$ cat src/hw/sdram_params.svh
`ifndef SDRAM_PARAMS_SVH
`define SDRAM_PARAMS_SVH

// geometry of the x16 part
`define SDRAM_DATA_W    16
`define SDRAM_BYTES     2     // byte lanes on dq
`define SDRAM_BA_W      2     // 4 banks
`define SDRAM_ROW_W     12    // 4096 rows
`define SDRAM_COL_W     8     // 256 columns
`define SDRAM_ADDR_W    12    // a11..a0 pins
`define SDRAM_HADDR_W   22    // bank + row + col
`define SDRAM_AP_BIT    10    // all-bank / auto-precharge select

// read latency programmed into the mode register
`define SDRAM_CAS       3

// timing in clock cycles at 100 MHz
`define SDRAM_INIT_CYC  20001 // 200 us power-on wait
`define SDRAM_RP_CYC    2     // precharge period
`define SDRAM_RCD_CYC   2     // activate to read or write
`define SDRAM_RAS_CYC   4     // activate to precharge
`define SDRAM_RFC_CYC   7     // auto-refresh period
`define SDRAM_WR_CYC    2     // write recovery
`define SDRAM_MODE_CYC  2     // mode register set
`define SDRAM_REF_CYC   1563  // 64 ms spread over 4096 rows
`define SDRAM_INIT_RFSH 8     // refreshes before mode set

`endif

$ cat src/hw/sdram_pkg.sv
`include "sdram_params.svh"

package sdram_pkg;

  // command pins {cs_n, ras_n, cas_n, we_n}
  typedef enum logic [3:0] {
    NOP       = 4'b0111,
    ACTIVE    = 4'b0011,
    READ      = 4'b0101,
    WRITE     = 4'b0100,
    PRECHARGE = 4'b0010,
    MODE      = 4'b0000,
    REFRESH   = 4'b0001
  } cmd_e;

  typedef enum logic [2:0] {
    INIT_WAIT,   // power-on interval, cke low
    INIT_PCHG,   // precharge all after power-on
    INIT_RFSH,   // the eight init refreshes
    SET_MODE,    // load mode register
    IDLE_RW,     // arbitrate refresh, read, write
    ACTIVATE,    // open the requested row
    REFRESH_ROW  // periodic auto-refresh
  } state_e;

  // host address map is bank, row, col
  typedef struct packed {
    logic [`SDRAM_BA_W-1:0]  bank;
    logic [`SDRAM_ROW_W-1:0] row;
    logic [`SDRAM_COL_W-1:0] col;
  } host_addr_t;

  // mode register layout on a11..a0
  typedef struct packed {
    logic [1:0] rsvd;        // a11..a10
    logic       wb_mode;     // a9
    logic [1:0] op_mode;     // a8..a7, 0 for standard operation
    logic [2:0] cas_lat;     // a6..a4
    logic       burst_type;  // a3, 0 sequential
    logic [2:0] burst_len;   // a2..a0, 0 means one word
  } mode_word_t;

  // read/write/precharge layout
  typedef struct packed {
    logic [`SDRAM_ADDR_W-`SDRAM_AP_BIT-2:0] upper;  // a11
    logic                                   ap;     // a10
    logic [`SDRAM_AP_BIT-1:0]               col;    // a9..a0
  } col_word_t;

  typedef union packed {
    mode_word_t mode;
    col_word_t  col;
  } sdram_addr_u;

endpackage

$ cat src/hw/sdram_ifs.sv
`include "sdram_params.svh"

// FSM to open-row table
interface bank_if;
  logic [`SDRAM_BA_W-1:0]  bank;        // bank of pending request
  logic [`SDRAM_ROW_W-1:0] row;         // row of pending request
  logic                    open_row;    // activate issued
  logic                    close_bank;  // single-bank precharge issued
  logic                    close_all;   // all-bank precharge issued
  logic                    row_hit;     // bank open on this row

  modport fsm (
    output bank, row, open_row, close_bank, close_all,
    input  row_hit
  );

  modport tbl (
    input  bank, row, open_row, close_bank, close_all,
    output row_hit
  );
endinterface

// FSM to the timing counters
interface timer_if;
  logic start_ras;       // activate issued
  logic start_wr;        // write issued
  logic load_init_rfsh;  // preset pending count for init
  logic take_rfsh;       // refresh issued
  logic row_busy;        // tRAS still running
  logic wr_busy;         // write recovery still running
  logic rfsh_due;        // at least one refresh owed
  logic rfsh_last;       // exactly one owed

  modport fsm (
    output start_ras, start_wr, load_init_rfsh, take_rfsh,
    input  row_busy, wr_busy, rfsh_due, rfsh_last
  );

  modport timers (
    input  start_ras, start_wr, load_init_rfsh, take_rfsh,
    output row_busy, wr_busy, rfsh_due, rfsh_last
  );
endinterface

$ cat src/hw/sdram_bank_table.sv
`include "sdram_params.svh"

module sdram_bank_table (
  input logic clk,
  input logic rst,
  bank_if.tbl bk
);

  localparam int NBANK = 1 << `SDRAM_BA_W;

  logic [NBANK-1:0]        open_q;         // some row open in bank
  logic [`SDRAM_ROW_W-1:0] row_q [NBANK];  // the open row per bank

  ////////////////////////////////////////////////////////////
  // open flags
  ////////////////////////////////////////////////////////////

  always_ff @(posedge clk or posedge rst) begin
    if (rst) begin
      open_q <= '0;  // nothing open after power-up
    end else if (bk.close_all) begin
      open_q <= '0;  // refresh precharges every bank
    end else if (bk.close_bank) begin
      open_q[bk.bank] <= 1'b0;
    end else if (bk.open_row) begin
      open_q[bk.bank] <= 1'b1;
    end
  end

  // row number only matters while the flag is set
  always_ff @(posedge clk) begin
    if (bk.open_row) begin
      row_q[bk.bank] <= bk.row;
    end
  end

  ////////////////////////////////////////////////////////////
  // hit test on the pending request
  ////////////////////////////////////////////////////////////

  // miss if bank closed or another row open there
  assign bk.row_hit = open_q[bk.bank] && (row_q[bk.bank] == bk.row);

endmodule

$ cat src/hw/sdram_timers.sv
`include "sdram_params.svh"

module sdram_timers (
  input logic     clk,
  input logic     rst,
  timer_if.timers tm
);

  localparam int RAS_W  = $clog2(`SDRAM_RAS_CYC + 1);
  localparam int WR_W   = $clog2(`SDRAM_WR_CYC + 1);
  localparam int REF_W  = $clog2(`SDRAM_REF_CYC + 1);
  localparam int PEND_W = `SDRAM_ROW_W;  // room for a long backlog

  logic [RAS_W-1:0]  ras_q;   // activate to precharge
  logic [WR_W-1:0]   wr_q;    // write to precharge
  logic [REF_W-1:0]  ref_q;   // interval between row refreshes
  logic [PEND_W-1:0] pend_q;  // refreshes owed
  logic              ref_tick;

  assign ref_tick = (ref_q == '0);

  always_ff @(posedge clk or posedge rst) begin
    if (rst) begin
      ras_q  <= '0;
      wr_q   <= '0;
      ref_q  <= REF_W'(`SDRAM_REF_CYC - 1);
      pend_q <= '0;
    end else begin
      if (tm.start_ras) ras_q <= RAS_W'(`SDRAM_RAS_CYC);
      else if (ras_q != '0) ras_q <= ras_q - 1'b1;

      if (tm.start_wr) wr_q <= WR_W'(`SDRAM_WR_CYC);
      else if (wr_q != '0) wr_q <= wr_q - 1'b1;

      // free running, one tick every REF_CYC cycles
      ref_q <= ref_tick ? REF_W'(`SDRAM_REF_CYC - 1) : ref_q - 1'b1;

      if (tm.load_init_rfsh) begin
        pend_q <= PEND_W'(`SDRAM_INIT_RFSH);  // init sequence overrides backlog
      end else begin
        case ({ref_tick, tm.take_rfsh})
          2'b10:   pend_q <= pend_q + 1'b1;
          2'b01:   pend_q <= pend_q - 1'b1;
          default: pend_q <= pend_q;  // both or neither cancel out
        endcase
      end
    end
  end

  assign tm.row_busy  = (ras_q != '0);
  assign tm.wr_busy   = (wr_q != '0);
  assign tm.rfsh_due  = (pend_q != '0);
  assign tm.rfsh_last = (pend_q == PEND_W'(1));  // init loop ends here

endmodule

$ cat src/hw/sdram_cmd_fsm.sv
`include "sdram_params.svh"

module sdram_cmd_fsm (
  input  logic                      clk,
  input  logic                      rst,
  input  logic                      rd,
  input  logic                      wr,
  input  logic [`SDRAM_HADDR_W-1:0] addr,
  input  logic [`SDRAM_DATA_W-1:0]  wdata,
  input  logic [`SDRAM_BYTES-1:0]   be,
  output logic                      op_begun,
  output logic                      cke,
  output sdram_pkg::cmd_e           cmd,
  output logic [`SDRAM_BA_W-1:0]    ba,
  output logic [`SDRAM_ADDR_W-1:0]  sa,
  output logic [`SDRAM_BYTES-1:0]   dqm,
  output logic [`SDRAM_DATA_W-1:0]  dq_out,
  output logic                      issue_rd,
  output logic                      issue_wr,
  input  logic                      rd_busy,
  bank_if.fsm                       bk,
  timer_if.fsm                      tm
);

  localparam int TMR_W = $clog2(`SDRAM_INIT_CYC + 1);  // sized for the power-on wait

  sdram_pkg::host_addr_t   req;
  sdram_pkg::state_e       state_q, state_d;
  logic [TMR_W-1:0]        timer_q, timer_d;  // main sequencing wait
  sdram_pkg::cmd_e         cmd_d;
  sdram_pkg::sdram_addr_u  sa_d;
  logic [`SDRAM_BA_W-1:0]  ba_d;
  logic [`SDRAM_BYTES-1:0] dqm_d;
  logic                    cke_d;
  logic                    rd_last_q;  // READ on the pins now
  logic                    quiet;      // safe to precharge

  assign req      = addr;  // bank, row, col
  assign bk.bank  = req.bank;
  assign bk.row   = req.row;
  assign quiet    = !tm.row_busy && !tm.wr_busy && !rd_busy;
  assign cke_d    = (state_q != sdram_pkg::INIT_WAIT) || (timer_q == '0);

  ////////////////////////////////////////////////////////////
  // next state and command
  ////////////////////////////////////////////////////////////

  always_comb begin
    state_d   = state_q;
    timer_d   = timer_q;
    cmd_d     = sdram_pkg::NOP;
    ba_d      = req.bank;              // bank pins follow the request
    dqm_d     = rd_last_q ? '0 : '1;   // dqm latency 2 covers CAS 3 data
    sa_d      = '0;
    sa_d.col.col[`SDRAM_COL_W-1:0] = req.col;
    op_begun  = 1'b0;
    issue_rd  = 1'b0;
    issue_wr  = 1'b0;
    bk.open_row       = 1'b0;
    bk.close_bank     = 1'b0;
    bk.close_all      = 1'b0;
    tm.start_ras      = 1'b0;
    tm.start_wr       = 1'b0;
    tm.load_init_rfsh = 1'b0;
    tm.take_rfsh      = 1'b0;

    if (timer_q != '0) begin
      timer_d = timer_q - 1'b1;  // previous command still settling
    end else begin
      case (state_q)
        sdram_pkg::INIT_WAIT: state_d = sdram_pkg::INIT_PCHG;  // cke rises here
        sdram_pkg::INIT_PCHG: begin
          cmd_d             = sdram_pkg::PRECHARGE;
          sa_d.col.ap       = 1'b1;  // all banks
          timer_d           = TMR_W'(`SDRAM_RP_CYC);
          tm.load_init_rfsh = 1'b1;
          state_d           = sdram_pkg::INIT_RFSH;
        end
        sdram_pkg::INIT_RFSH: begin
          cmd_d        = sdram_pkg::REFRESH;
          timer_d      = TMR_W'(`SDRAM_RFC_CYC);
          tm.take_rfsh = 1'b1;
          if (tm.rfsh_last) state_d = sdram_pkg::SET_MODE;
        end
        sdram_pkg::SET_MODE: begin
          cmd_d             = sdram_pkg::MODE;
          ba_d              = '0;  // base mode register
          sa_d              = '0;
          sa_d.mode.cas_lat = 3'(`SDRAM_CAS);  // burst length 1, sequential
          timer_d           = TMR_W'(`SDRAM_MODE_CYC);
          state_d           = sdram_pkg::IDLE_RW;
        end
        sdram_pkg::IDLE_RW: begin
          if (tm.rfsh_due) begin
            // refresh first, once nothing is in flight
            if (quiet) begin
              cmd_d        = sdram_pkg::PRECHARGE;
              sa_d.col.ap  = 1'b1;
              timer_d      = TMR_W'(`SDRAM_RP_CYC);
              bk.close_all = 1'b1;
              state_d      = sdram_pkg::REFRESH_ROW;
            end
          end else if ((rd || wr) && (req.bank == ba)) begin  // one cycle on bank change
            if (!bk.row_hit) begin
              if (quiet) begin
                cmd_d         = sdram_pkg::PRECHARGE;  // a10 low, this bank only
                timer_d       = TMR_W'(`SDRAM_RP_CYC);
                bk.close_bank = 1'b1;
                state_d       = sdram_pkg::ACTIVATE;
              end
            end else if (rd) begin
              cmd_d    = sdram_pkg::READ;  // pipelined behind earlier reads
              dqm_d    = '0;
              op_begun = 1'b1;
              issue_rd = 1'b1;
            end else if (!rd_busy) begin
              cmd_d       = sdram_pkg::WRITE;
              dqm_d       = ~be;  // mask the lanes not written
              op_begun    = 1'b1;
              issue_wr    = 1'b1;
              tm.start_wr = 1'b1;
            end
          end
        end
        sdram_pkg::ACTIVATE: begin
          cmd_d        = sdram_pkg::ACTIVE;
          sa_d         = req.row;
          bk.open_row  = 1'b1;
          tm.start_ras = 1'b1;
          timer_d      = TMR_W'(`SDRAM_RCD_CYC);
          state_d      = sdram_pkg::IDLE_RW;  // back to retry the access
        end
        sdram_pkg::REFRESH_ROW: begin
          cmd_d        = sdram_pkg::REFRESH;
          timer_d      = TMR_W'(`SDRAM_RFC_CYC);
          tm.take_rfsh = 1'b1;
          state_d      = sdram_pkg::IDLE_RW;
        end
        default: state_d = sdram_pkg::INIT_WAIT;
      endcase
    end
  end

  ////////////////////////////////////////////////////////////
  // registered pins
  ////////////////////////////////////////////////////////////

  always_ff @(posedge clk or posedge rst) begin
    if (rst) begin
      state_q   <= sdram_pkg::INIT_WAIT;
      timer_q   <= TMR_W'(`SDRAM_INIT_CYC);  // power-on interval starts at reset
      cke       <= 1'b0;
      cmd       <= sdram_pkg::NOP;
      dqm       <= '1;
      ba        <= '0;
      rd_last_q <= 1'b0;
    end else begin
      state_q   <= state_d;
      timer_q   <= timer_d;
      cke       <= cke_d;
      cmd       <= cmd_d;
      dqm       <= dqm_d;
      ba        <= ba_d;
      rd_last_q <= issue_rd;
    end
  end

  always_ff @(posedge clk) begin
    sa     <= sa_d;
    dq_out <= wdata;  // only sampled with WRITE
  end

endmodule

$ cat src/hw/sdram_read_pipe.sv
`include "sdram_params.svh"

module sdram_read_pipe (
  input  logic                     clk,
  input  logic                     rst,
  input  logic                     issue_rd,
  input  logic                     issue_wr,
  input  logic [`SDRAM_DATA_W-1:0] dq_in,
  output logic                     rd_busy,
  output logic                     done,
  output logic                     rd_done,
  output logic                     rd_pending,
  output logic [`SDRAM_DATA_W-1:0] rdata
);

  localparam int DEPTH = `SDRAM_CAS + 2;  // command cycle + latency + host stage

  logic [DEPTH-1:0] rd_q;    // read flags shift toward bit 0
  logic             wr_q;    // write done one cycle after accept
  logic             in_flight;

  always_ff @(posedge clk or posedge rst) begin
    if (rst) begin
      rd_q <= '0;
      wr_q <= 1'b0;
    end else begin
      rd_q <= {issue_rd, rd_q[DEPTH-1:1]};  // new read enters at the top
      wr_q <= issue_wr;
    end
  end

  // dq valid while the flag sits at stage 1
  always_ff @(posedge clk) begin
    if (rd_q[1]) rdata <= dq_in;
  end

  assign in_flight  = |rd_q[DEPTH-1:1];
  assign rd_busy    = in_flight;   // holds off writes and precharge
  assign rd_pending = in_flight;
  assign rd_done    = rd_q[0];     // rdata already loaded
  assign done       = rd_q[0] | wr_q;

endmodule

$ cat src/hw/sdram_ctrl.sv
`include "sdram_params.svh"

module sdram_ctrl (
  input  logic                      clk,
  input  logic                      rst,
  // host side
  input  logic                      rd,
  input  logic                      wr,
  input  logic [`SDRAM_HADDR_W-1:0] addr,
  input  logic [`SDRAM_DATA_W-1:0]  wdata,
  input  logic [`SDRAM_BYTES-1:0]   be,
  output logic                      op_begun,
  output logic                      done,
  output logic                      rd_done,
  output logic                      rd_pending,
  output logic [`SDRAM_DATA_W-1:0]  rdata,
  // sdram pins
  output logic                      cke,
  output logic                      cs_n,
  output logic                      ras_n,
  output logic                      cas_n,
  output logic                      we_n,
  output logic [`SDRAM_BA_W-1:0]    ba,
  output logic [`SDRAM_ADDR_W-1:0]  sa,
  output logic [`SDRAM_BYTES-1:0]   dqm,
  output logic [`SDRAM_DATA_W-1:0]  dq_out,
  input  logic [`SDRAM_DATA_W-1:0]  dq_in
);

  bank_if  bk_if ();
  timer_if tm_if ();

  sdram_pkg::cmd_e cmd;
  logic            issue_rd;  // READ accepted this cycle
  logic            issue_wr;  // WRITE accepted this cycle
  logic            rd_busy;

  assign {cs_n, ras_n, cas_n, we_n} = cmd;  // command onto its four pins

  ////////////////////////////////////////////////////////////
  // instances
  ////////////////////////////////////////////////////////////

  sdram_bank_table u_bank_table (.clk(clk), .rst(rst), .bk(bk_if.tbl));

  sdram_timers u_timers (.clk(clk), .rst(rst), .tm(tm_if.timers));

  sdram_cmd_fsm u_cmd_fsm (
    .clk(clk), .rst(rst), .rd(rd), .wr(wr), .addr(addr), .wdata(wdata), .be(be),
    .op_begun(op_begun), .cke(cke), .cmd(cmd), .ba(ba), .sa(sa), .dqm(dqm),
    .dq_out(dq_out), .issue_rd(issue_rd), .issue_wr(issue_wr), .rd_busy(rd_busy),
    .bk(bk_if.fsm), .tm(tm_if.fsm)
  );

  sdram_read_pipe u_read_pipe (
    .clk(clk), .rst(rst), .issue_rd(issue_rd), .issue_wr(issue_wr), .dq_in(dq_in),
    .rd_busy(rd_busy), .done(done), .rd_done(rd_done), .rd_pending(rd_pending),
    .rdata(rdata)
  );

endmodule

$ cat config.mk
export PLATFORM = sky130hd
export DESIGN_NAME = sdram_ctrl
export DESIGN_NICKNAME = d
export VERILOG_FILES = /design/src/hw/sdram_pkg.sv /design/src/hw/sdram_ifs.sv /design/src/hw/sdram_bank_table.sv /design/src/hw/sdram_timers.sv /design/src/hw/sdram_cmd_fsm.sv /design/src/hw/sdram_read_pipe.sv /design/src/hw/sdram_ctrl.sv
export VERILOG_INCLUDE_DIRS = /design/src /design/src/hw
export SDC_FILE = /design/constraint.sdc
export NUM_CORES = 1
export LEC_CHECK = 0
export BUFFER_PORTS_ARGS = -buffer_cell sky130_fd_sc_hd__buf_2
export CORE_UTILIZATION = 60
export CTS_CLUSTER_SIZE = 20
export DETAILED_ROUTE_END_ITERATION = 7
export PLACE_DENSITY = 0.9
export SLEW_MARGIN = 20
export SYNTH_ARGS = -nofsm -noshare
export SYNTH_HDL_FRONTEND = slang
export SYNTH_SLANG_ARGS = --single-unit
$ cat constraint.sdc
create_clock -name clk -period 5.4 [get_ports clk]
set_input_delay 0 -clock clk [delete_from_list [all_inputs] [get_ports clk]]
set_output_delay 0 -clock clk [all_outputs]
set_load 0.1 [all_outputs]
[Word level (Yosys, flattened, before mapping)]
Memories as Yosys holds them, arrays and structs flattened.
Index checks and enable logic that the tools add are counted.
W data, S select, Z words.
Word-level totals
  output and inout port bits: 57
  bits of input ports: 60
  memories: 1
  bits in registers: 110
  RAM bits: 48
Memories
  u_bank_table.row_q: words 4, width 12, rd ports 1, clocked after memory_dff 0, write ports 1, line sdram_bank_table.sv:12  | logic [`SDRAM_ROW_W-1:0] row_q [NBANK];
Operators by class
  add/subtract/negate cells: 6
  reductions and logical operators: 30
  $lt $le $gt $ge: 2
  bitwise operators: 7
  equality and inequality tests: 17
  multiplexer cells: 84
Operator list (number)
  $mux W15: 5
  $pmux W15 S3: 1
  $mux W1: 38
  $mux W4: 8
  $mux W3: 9
  $mux W2: 13
  $pmux W12 S2: 1
  $pmux W10 S2: 1
  $pmux W4 S5: 1
  $logic_not A15 Y1: 1
  $pmux W3 S5: 1
  $reduce_bool A15 Y1: 1
  $sub A15 B1 Y15 const B: 1
  $add A12 B1 Y12 const B: 1
  $eq A12 B1 Y1 const B: 1
  $eq A12 B12 Y1: 1
  $mux W12: 1
  $reduce_bool A12 Y1: 1
  $reduce_bool A3 Y1: 4
  $sub A12 B1 Y12 const B: 1
  $logic_not A11 Y1: 1
  $mux W11: 1
  $sub A11 B1 Y11 const B: 1
  $eq A3 B3 Y1 const B: 3
  other kinds (36): 49

[Longest topological paths before layout]
Gate-level depths: netlist (run 1).
  depth in word-level cells: 12
  depth in mapped cells: 14
  depth with buffers taken out: 13

[Hierarchy]
From an unflattened synthesis (run 1), not the netlist that was laid out.
Unflattened totals
  cells, all modules: 580
  area total of the unflattened synthesis: 7089.3 um^2
Modules (own cells, without submodules)
  sdram_cmd_fsm: instances 1, seq. area each 1249.9 um^2, area an instance 2472.4 um^2, cells an instance 249
  sdram_bank_table: instances 1, seq. area each 1541.5 um^2, area an instance 2179.6 um^2, cells an instance 118
  sdram_timers: instances 1, seq. area each 706.9 um^2, area an instance 1781.7 um^2, cells an instance 187
  sdram_read_pipe: instances 1, seq. area each 630.6 um^2, area an instance 655.6 um^2, cells an instance 26

[Worst setup path after synthesis (run 1)]
OpenSTA, ideal clock, no wires.
  kind: reg-to-reg
  start: register u_cmd_fsm.timer_q[3]
  end: memory u_bank_table.row_q[0][0] in the netlist's numbering (enable)
  arrival time: 2.889 ns
  stages on the path, launching flop included: 9
  buffers on the path: 1
  setup slack: 2.115 ns
  data required time: 5.004 ns
  clock period less this slack: 3.285 ns
  cell sequence: dfrtp_1 or4_4 nor4_4 nand2b_2 nor3_4 and3b_1 clkbuf_2 nand4b_1 nor3_1
On the way
  word-level cells in the longest chain between the ends: 4
RTL lines
  start, declared: line sdram_cmd_fsm.sv:29  | logic [TMR_W-1:0] timer_q, timer_d;
  start signal, assigned: line sdram_cmd_fsm.sv:151  | timer_q <= TMR_W'(`SDRAM_INIT_CYC);
  start signal, assigned: line sdram_cmd_fsm.sv:159  | timer_q <= timer_d;
  $reduce_bool A15 Y1: line sdram_cmd_fsm.sv:67  | if (timer_q != '0) begin
  $mux W1: line sdram_cmd_fsm.sv:67
  $mux W1: line sdram_bank_table.sv:32  | if (bk.open_row) begin
  $mux W1 (implied by the code): line sdram_bank_table.sv:33  | row_q[bk.bank] <= bk.row;
  end, declared: line sdram_bank_table.sv:12
Every way passes these cells.

[Final worst setup path (run 1)]
  start: memory u_bank_table.row_q[0][8] in the netlist's numbering
  end: output port op_begun
On the way
  word-level cells in the longest chain between the ends: 8
RTL lines
  $mem_v2 Z4 W12
  $eq A12 B12 Y1: line sdram_bank_table.sv:42  | assign bk.row_hit = open_q[bk.bank] && (row_q[bk.bank] == bk.row);
  $logic_and A1 B1 Y1: line sdram_bank_table.sv:42
  $mux W1: line sdram_cmd_fsm.sv:104  | if (!bk.row_hit) begin
  $mux W1: line sdram_cmd_fsm.sv:103  | end else if ((rd || wr) && (req.bank == ba)) begin
  $mux W1: line sdram_cmd_fsm.sv:94  | if (tm.rfsh_due) begin
  $mux W1: line sdram_cmd_fsm.sv:70  | case (state_q)
  $mux W1: line sdram_cmd_fsm.sv:67
  end, declared: line sdram_ctrl.sv:12  | output logic op_begun,
Every way passes these cells.

==> results of run 1 <==
[timing repair]
item                      4_1_cts  5_1_grt
hold endpoints to repair      144        0
hold buffers                   66        0
setup buffers                   0        0
[per-layer routing]
| metal | GRT usage, % | vias up | part of all wire (%) |
|---|---|---|---|
| met3 | 6.140 | 39 | 7.4 |
| met1 | 36.69 | 2419 | 38 |
| li1 | - | 2244 | - |
| met2 | 50.00 | 277 | 52 |
| met4 | 13.41 | 0 | 2.7 |
| met5 | 0 | - | 0 |
[flip-flops by register name (all words and copies together), names as in the netlist, 4 cells and up]
signal	flops
u_cmd_fsm.sa	12
u_read_pipe.rd_q	4
u_timers.pend_q	12
u_cmd_fsm.dq_out	16
u_cmd_fsm.timer_q	15
u_read_pipe.rdata	16
u_bank_table.row_q	48
u_timers.ref_q	11
u_bank_table.open_q	4
[area by class of cell]
type | instances | area [µm²]
sequential | 156 | 4104
tap | 136 | 170.2
inverter | 16 | 60.06
timing repair buffer | 184 | 1259
clock buffer | 20 | 425.4
clock inverter | 12 | 120.1
multi-input combinational | 335 | 2352
fill | 548 | 2018
[stage by stage]
stage	hold WS (ns)	worst slack, ns
after floorplan	0.02772	2.115
after global placement	0.1017	2.074
after detailed placement	0.1036	1.813
after CTS	0.001667	1.818
after global routing	0.02147	1.641
final	0.01854	1.709
[layout by cell type (no fill, tap or decap), types with 3 or more instances in the layout]
master and instances:
o22a_1 4, buf_4 3, a21oi_1 29, ha_1 9
nand2b_1 3, or3_1 4, buf_2 115, dlygate4sd3_1 66
or4_1 3, mux4_1 8, a211oi_1 4, inv_6 3
dfrtp_1 48, nor2b_1 14, a21o_1 3, clkinv_1 3
clkbuf_1 3, nor2_1 52, nor3_1 14, dfstp_2 16
nor4_1 7, xor2_1 14, and3_1 8, nand2_1 41
edfxtp_1 64, o21ai_0 18, clkbuf_16 16, inv_1 15
clkinv_2 3, nand3_1 6, dfxtp_1 28, and2_1 6
mux2i_1 10, xnor2_1 29, a31oi_1 3, nand4_1 4
[kinds of logic after synthesis]
logic type,after synthesis
buffers and inverters,35
other,1
AO/OA/AOI/OAI,79
adder cells (fa/ha/maj),9
AND/OR/NAND/NOR,183
XOR/XNOR,43
flip-flops,156
multiplexers,20
[power groups by stage]
| stage | Clock [mW] | Sequential (mW) | Combinational [mW] |
|---|---|---|---|
| 3_5_place_dp | 0 | 1.27 | 0.173 |
| 2_1_floorplan | 0 | 1.35 | 0.0477 |
| 3_3_place_gp | 0 | 1.27 | 0.168 |
| 4_1_cts | 1.12 | 1.25 | 0.211 |
| 5_1_grt | 1.18 | 1.25 | 0.225 |
| 6_report | 1.12 | 1.25 | 0.215 |
[worst register-to-register path: cells and delay by family (launching register included)]
kind / cells / cell delay [ns]
simple gates: 9 / 2.38
flops: 1 / 0.41
fa+ha+maj: 1 / 0.33
compound gates: 2 / 0.24
[worst paths after layout]
path / endpoint / slack (ns) / cells after the start
max: op_begun / 1.71 / 8
max in group asynchronous: u_cmd_fsm.state_q[1]$_DFFE_PP0P_ / 4.61 / 4
min reg2reg: u_read_pipe.rd_q[1]$_DFF_PP0_ / 0.40 / 0
max reg2reg: u_timers.pend_q[3]$_DFFE_PP0P_ / 1.92 / 12
min in group asynchronous: u_timers.pend_q[8]$_DFFE_PP0P_ / 0.29 / 4
min: u_cmd_fsm.ba[0]$_DFF_PP0_ / 0.02 / 2
==> impl_metrics.env, run 1 <==
export IMPL_status="finished clean"
export IMPL_synthCells=526
export IMPL_boundaryPins=117
export IMPL_dr_pass1_iters=5
export IMPL_power_density_nw_per_um2=304.6
export IMPL_wl_per_cell_um=18.69
export IMPL_clk_pin_slew_ns=0.07
export IMPL_cts_tree="done"
export IMPL_synthSimpleGateAreaFrac_pct=14.93
export IMPL_clock_latency_ns=0.53
export IMPL_vias=4979
export IMPL_switching_power_uw=614.6
export IMPL_p_sw_share_pct=23.76
export IMPL_start_kind="flip-flop"
export IMPL_synth_warnings=0
export IMPL_fin_setup_tns_ns=0
export IMPL_drv_slew=0
export IMPL_antenna_found_initial=0
export IMPL_htree_levels=4
export IMPL_dieArea_um2=11440
export IMPL_synthMuxAreaShare_pct=5.375
export IMPL_grt_max_degree=65
export IMPL_synth_cell_types=68
export IMPL_cp_max_fo=5
export IMPL_synthAdderAreaFrac_pct=1.703
export IMPL_synth_compound_area_share_pct=7.740
export IMPL_stdcell_count=859
export IMPL_synth_area_leaders="edfxtp_1 (29%), dfrtp_1 (18%), dfxtp_1 (8.5%)"
export IMPL_r2r_start="u_cmd_fsm.timer_q[3]$_DFFE_PP0P_"
export IMPL_synth_top_family_by_area="simple AND/OR/NAND/NOR gates"
export IMPL_crit_start="u_bank_table.row_q[0][8]$_DFFE_PP_"
export IMPL_yosys_cell_count_top_type="edfxtp_1"
export IMPL_totalPowerFinal_mw=2.587
export IMPL_gp_congestion=0.8589
export IMPL_via_per_inst=5.796
export IMPL_intPower_mw=1.972
export IMPL_crit_type="flip-flop to primary output"
export IMPL_finClkSkew_ns=0.01364
export IMPL_port_buffers=115
export IMPL_grt_overflow=0
export IMPL_avgSynthCellArea_um2=12.57
export IMPL_die_h_um=107.0
export IMPL_combPwrFrac_pct=8.3
export IMPL_clock_power_share_pct=43.5
export IMPL_syn_nets=595
export IMPL_synth_seq_area_share_pct=62.07
export IMPL_synthesis_area_um2=6611
export IMPL_ctsRootBufferMaster="clkbuf_8"
export IMPL_ctsResizeCount=0
export IMPL_nNetsFinal=779
export IMPL_hold_start="addr[20]"
export IMPL_cts_inserted_buffers=17
export IMPL_ant_nets=0
export IMPL_synthTopCellsByCount="edfxtp_1 (64), nor2_1 (52), dfrtp_1 (48)"
export IMPL_crit_arrival_ns=3.69
export IMPL_design_area_um2=8491
export IMPL_synthToLayoutAreaGrowth_pct=28.43
export IMPL_cts_buffer_depth=2
export IMPL_ir_drop_uv=199.6
export IMPL_async_flop_share_pct=41.03
export IMPL_cap_violations=0
export IMPL_drive_gt1_share_pct=25.31
export IMPL_ys_seq_elements=156
export IMPL_drt_iter0_markers=555
export IMPL_worstMarginPinSlew_ns=0.8792
export IMPL_p_leak_nw=3.612
export IMPL_place_inst=761
export IMPL_final_hold_viol_count=0
export IMPL_yosysTopAreaCellShare_pct=29.07
export IMPL_seqPwrFrac_pct=48.2
export IMPL_finalSetupViolations=0
export IMPL_cpLargestDelayFamily="compound AO/OA/AOI/OAI gates"
export IMPL_slowest_delay_ns=0.60
export IMPL_synthXorXnorAreaFrac_pct=5.696
export IMPL_relSlewSlack_pct=41.07
export IMPL_fp_coreArea_um2=10510
export IMPL_start_util_pct=62.91
export IMPL_cts_sinks=156
export IMPL_end_kind="primary output"
export IMPL_required_ns=5.40
export IMPL_fp_dieW_um=107.0
export IMPL_grt_pass1_vias=4980
export IMPL_path_cells="mux4_1 -> xnor2_1 -> nand4_1 -> a2111oi_4 -> nand3_2 -> nor3_4 -> o21a_1 -> buf_2"
export IMPL_synth_edff_count=64
export IMPL_postLayoutCoreUtil_pct=80.80
export IMPL_grt_setup_unrepaired="no"
export IMPL_max_freq_ghz=0.2709
export IMPL_yosysTopAreaCell="edfxtp_1"
export IMPL_path_buf_inv=1
export IMPL_drc=0
export IMPL_grt_pass1_wl_mm=25.17
export IMPL_num_antenna_cells=0
export IMPL_gr_usage_all_layers_pct=29.56
export IMPL_dpl_hpwl_mm=9.468
export IMPL_dpl_instance_area_um2=7279
export IMPL_min_path_type="input pin to flip-flop"
export IMPL_routed_wl_mm=16.05
export IMPL_min_period_over_period_pct=68.36
export IMPL_slowest_stage="a2111oi_4"
export IMPL_min_period_ns=3.691
export IMPL_rows=37
export IMPL_ys_flop_type="edfxtp_1"
Power figures use the tool's default switching activity.
==> run 2: changes to the inputs <==
Settings changed: ABC_AREA set to 1, CORE_UTILIZATION 60 to 56, PLACE_DENSITY 0.9 to 0.85.
Clock period 5.4 ns to 3.71 ns, I/O delays scaled along.
==> run 2 against run 1 <==
  * Non-clock buffer count down 2
  * Cell count up 29%
  * Via count is 19% higher
  * Power up 84%
  * Count of clock-buffer cells in the layout fell by 2
  * Design area up 4.7%
  * Area after synthesis increased by 4.4%
  * Sequential cell count did not move
==> impl_metrics.env, run 2 <==
export IMPL_synth_area_leaders="edfxtp_1 (28%), dfrtp_1 (17%), nand2_1 (12%)"
export IMPL_synthToLayoutAreaGrowth_pct=28.83
export IMPL_vias=5942
export IMPL_regToRegSetupSlack_ns=0.60
export IMPL_wl_per_cell_um=14.65
export IMPL_rows=40
export IMPL_synth_warnings=0
export IMPL_drive_gt1_share_pct=19.71
export IMPL_cts_sinks=156
export IMPL_gp_congestion=0.9442
export IMPL_wl_met3_mm=1.124
export IMPL_yosysTopAreaCellShare_pct=27.85
export IMPL_port_buffers=115
export IMPL_grt_pass1_wl_mm=26.70
export IMPL_dieArea_um2=12770
export IMPL_via_per_inst=5.348
export IMPL_synth_seq_area_share_pct=59.47
export IMPL_cap_violations=0
export IMPL_relSlewSlack_pct=35.55
export IMPL_cts_tree="done"
export IMPL_design_area_um2=8890
export IMPL_clk_pin_slew_ns=0.07
export IMPL_met1_length_mm=6.566
export IMPL_crit_arrival_ns=3.43
export IMPL_synth_edff_count=64
export IMPL_end_kind="flip-flop"
export IMPL_async_flop_share_pct=41.03
export IMPL_drc=0
export IMPL_ctsRootBufferMaster="clkbuf_16"
export IMPL_post_cts_setup_buffer_count=0
export IMPL_die_h_um=113.0
export IMPL_top_register="u_bank_table.row_q"
export IMPL_antenna_found_initial=0
export IMPL_clock_latency_ns=0.43
export IMPL_boundaryPins=117
export IMPL_dpl_instance_area_um2=7619
export IMPL_htree_levels=4
export IMPL_fp_dieW_um=113.0
export IMPL_grt_pass1_vias=5780
export IMPL_routed_top_layer="met4"
export IMPL_whs_endpoint="u_cmd_fsm.dq_out[14]$_DFF_P_"
export IMPL_min_period_over_period_pct=83.77
export IMPL_synthesis_area_um2=6900
export IMPL_ys_flop_type="edfxtp_1"
export IMPL_start_util_pct=57.45
export IMPL_grt_setup_unrepaired="no"
export IMPL_synth_cell_types=44
export IMPL_finClkSkew_ns=0.01108
export IMPL_nNetsFinal=1020
export IMPL_gr_usage_all_layers_pct=26.95
export IMPL_drt_iter0_markers=478
export IMPL_reg2reg_to="u_cmd_fsm.sa[3]$_DFF_P_"
export IMPL_syn_nets=830
export IMPL_ys_seq_elements=156
export IMPL_final_common_cell="nand2_1"
export IMPL_fp_coreArea_um2=12010
export IMPL_finalSetupViolations=0
export IMPL_r2r_start="u_cmd_fsm.timer_q[1]$_DFFE_PP0P_"
export IMPL_synthTopCellsByCount="nand2_1 (217), nor2_1 (95), inv_1 (82)"
export IMPL_worstMarginPinSlew_ns=0.9580
export IMPL_min_path_cells=2
export IMPL_cts_buffer_depth=2
export IMPL_ir_drop_uv=348.1
export IMPL_crit_type="flip-flop to flip-flop"
export IMPL_whs_ns=0.2083
export IMPL_final_hold_viol_count=0
export IMPL_layout_common_cells="nand2_1 (217), buf_2 (115), nor2_1 (95), inv_1 (81)"
export IMPL_start_kind="flip-flop"
export IMPL_grt_overflow=0
export IMPL_wl_met2_mm=8.053
export IMPL_power_density_nw_per_um2=534.1
export IMPL_dr_pass1_iters=5
export IMPL_required_ns=4.03
export IMPL_p_leak_nw=4.284
export IMPL_min_path_type="input pin to flip-flop"
export IMPL_fin_setup_tns_ns=0
export IMPL_routed_wl_mm=16.28
export IMPL_largest_reg_flops=48
export IMPL_grt_max_degree=41
export IMPL_cp_max_fo=8
export IMPL_dpl_hpwl_mm=9.679
export IMPL_nFillCells=754
export IMPL_ant_nets=0
export IMPL_rr_worst_depth=14
export IMPL_avgSynthCellArea_um2=9.068
export IMPL_largestRegisters="u_bank_table.row_q x48, u_cmd_fsm.dq_out x16, u_read_pipe.rdata x16"
export IMPL_drv_slew=0
export IMPL_hold_start="wdata[14]"
export IMPL_multi_input_area_um2=2405
export IMPL_status="finished clean"
export IMPL_yosys_cell_count_top_type="nand2_1"
export IMPL_num_antenna_cells=0
export IMPL_cts_inserted_buffers=17
export IMPL_max_freq_ghz=0.3218
export IMPL_synthCells=761
export IMPL_yosysTopAreaCell="edfxtp_1"
export IMPL_min_period_ns=3.108
export IMPL_regArea_um2=4104
run 2: cell types whose count changed after synthesis, sizes merged, moves of 7 or more:
cell	delta
mux4	-10
o21ai	+8
nor2b	-16
clkbuf	-9
or2	+7
inv	+69
nor2	+48
xnor2	-22
a21oi	-9
nand3	+46
mux2i	-10
nand2	+177
and3	-8
run 2: timing repair:
item / 4_1_cts / 5_1_grt
resized for setup: 0 / 0
hold endpoints to repair: 129 / 0
hold buffers: 64 / 0
run 2: layout make-up:
class                           instances  share of cell area, %
Clock buffer                           18                  4.940
Sequential cell                       156                  46.16
Timing Repair Buffer                  182                  13.93
Tap cell                              147                  2.069
Inverter                               87                  3.688
Multi-Input combinational cell        507                  27.05
Clock inverter                         14                  2.153
run 2: power breakdown:
part           internal, mW  switching (mW)  total [mW]
Clock                  1.15           0.718        1.86
Combinational         0.302           0.527       0.829
Sequential             1.95           0.108        2.05
run 2: worst max path at each step:
stage	startpoint	endpoint
floorplan	u_cmd_fsm.ba[0]$_DFF_PP0_	op_begun
global placement	u_cmd_fsm.timer_q[1]$_DFFE_PP0P_	u_timers.pend_q[3]$_DFFE_PP0P_
detailed placement	u_cmd_fsm.timer_q[1]$_DFFE_PP0P_	u_timers.pend_q[3]$_DFFE_PP0P_
CTS	u_cmd_fsm.timer_q[1]$_DFFE_PP0P_	u_timers.pend_q[3]$_DFFE_PP0P_
global route	u_cmd_fsm.timer_q[1]$_DFFE_PP0P_	u_timers.pend_q[4]$_DFFE_PP0P_
finish	u_cmd_fsm.timer_q[1]$_DFFE_PP0P_	u_cmd_fsm.sa[3]$_DFF_P_
run 2: critical path: stages, from the launching register on:
cell	delay, ns
dfrtp_1	0.41
inv_1	0.07
ha_1	0.17
inv_1	0.06
nor3_2	0.19
nand2_1	0.14
nor2_1	0.21
nand2_1	0.13
nor2_2	0.20
inv_2	0.11
nor2_1	0.26
inv_1	0.23
nand3_1	0.10
o21ai_0	0.11
dlygate4sd3_1	0.60
run 2: metal layers:
| metal | track usage (%) | up-vias |
|---|---|---|
| met3 | 5.945 | 55 |
| met5 | 0 | - |
| met4 | 14.56 | 0 |
| met2 | 44.38 | 299 |
| met1 | 33.33 | 2740 |
| li1 | - | 2848 |
run 2: metrics by stage:
step	util, %	setup WS, ns	power, mW	std cells
2_1_floorplan	-	0.6436	2.653	761
3_3_place_gp	63.43	0.7780	2.797	1015
3_5_place_dp	63.43	0.6704	2.828	1015
4_1_cts	74.01	0.6594	4.720	1111
5_1_grt	74.01	0.2315	4.921	1111
6_report	74.01	0.6023	4.748	1111
run 2: logic make-up after synthesis:
kind of cell / synth area share (%)
simple gates: 25.59
other cells: 0.05434
fa+ha+maj: 1.632
flops: 59.47
compound gates: 5.041
xor+xnor: 2.539
buf+inv: 5.675
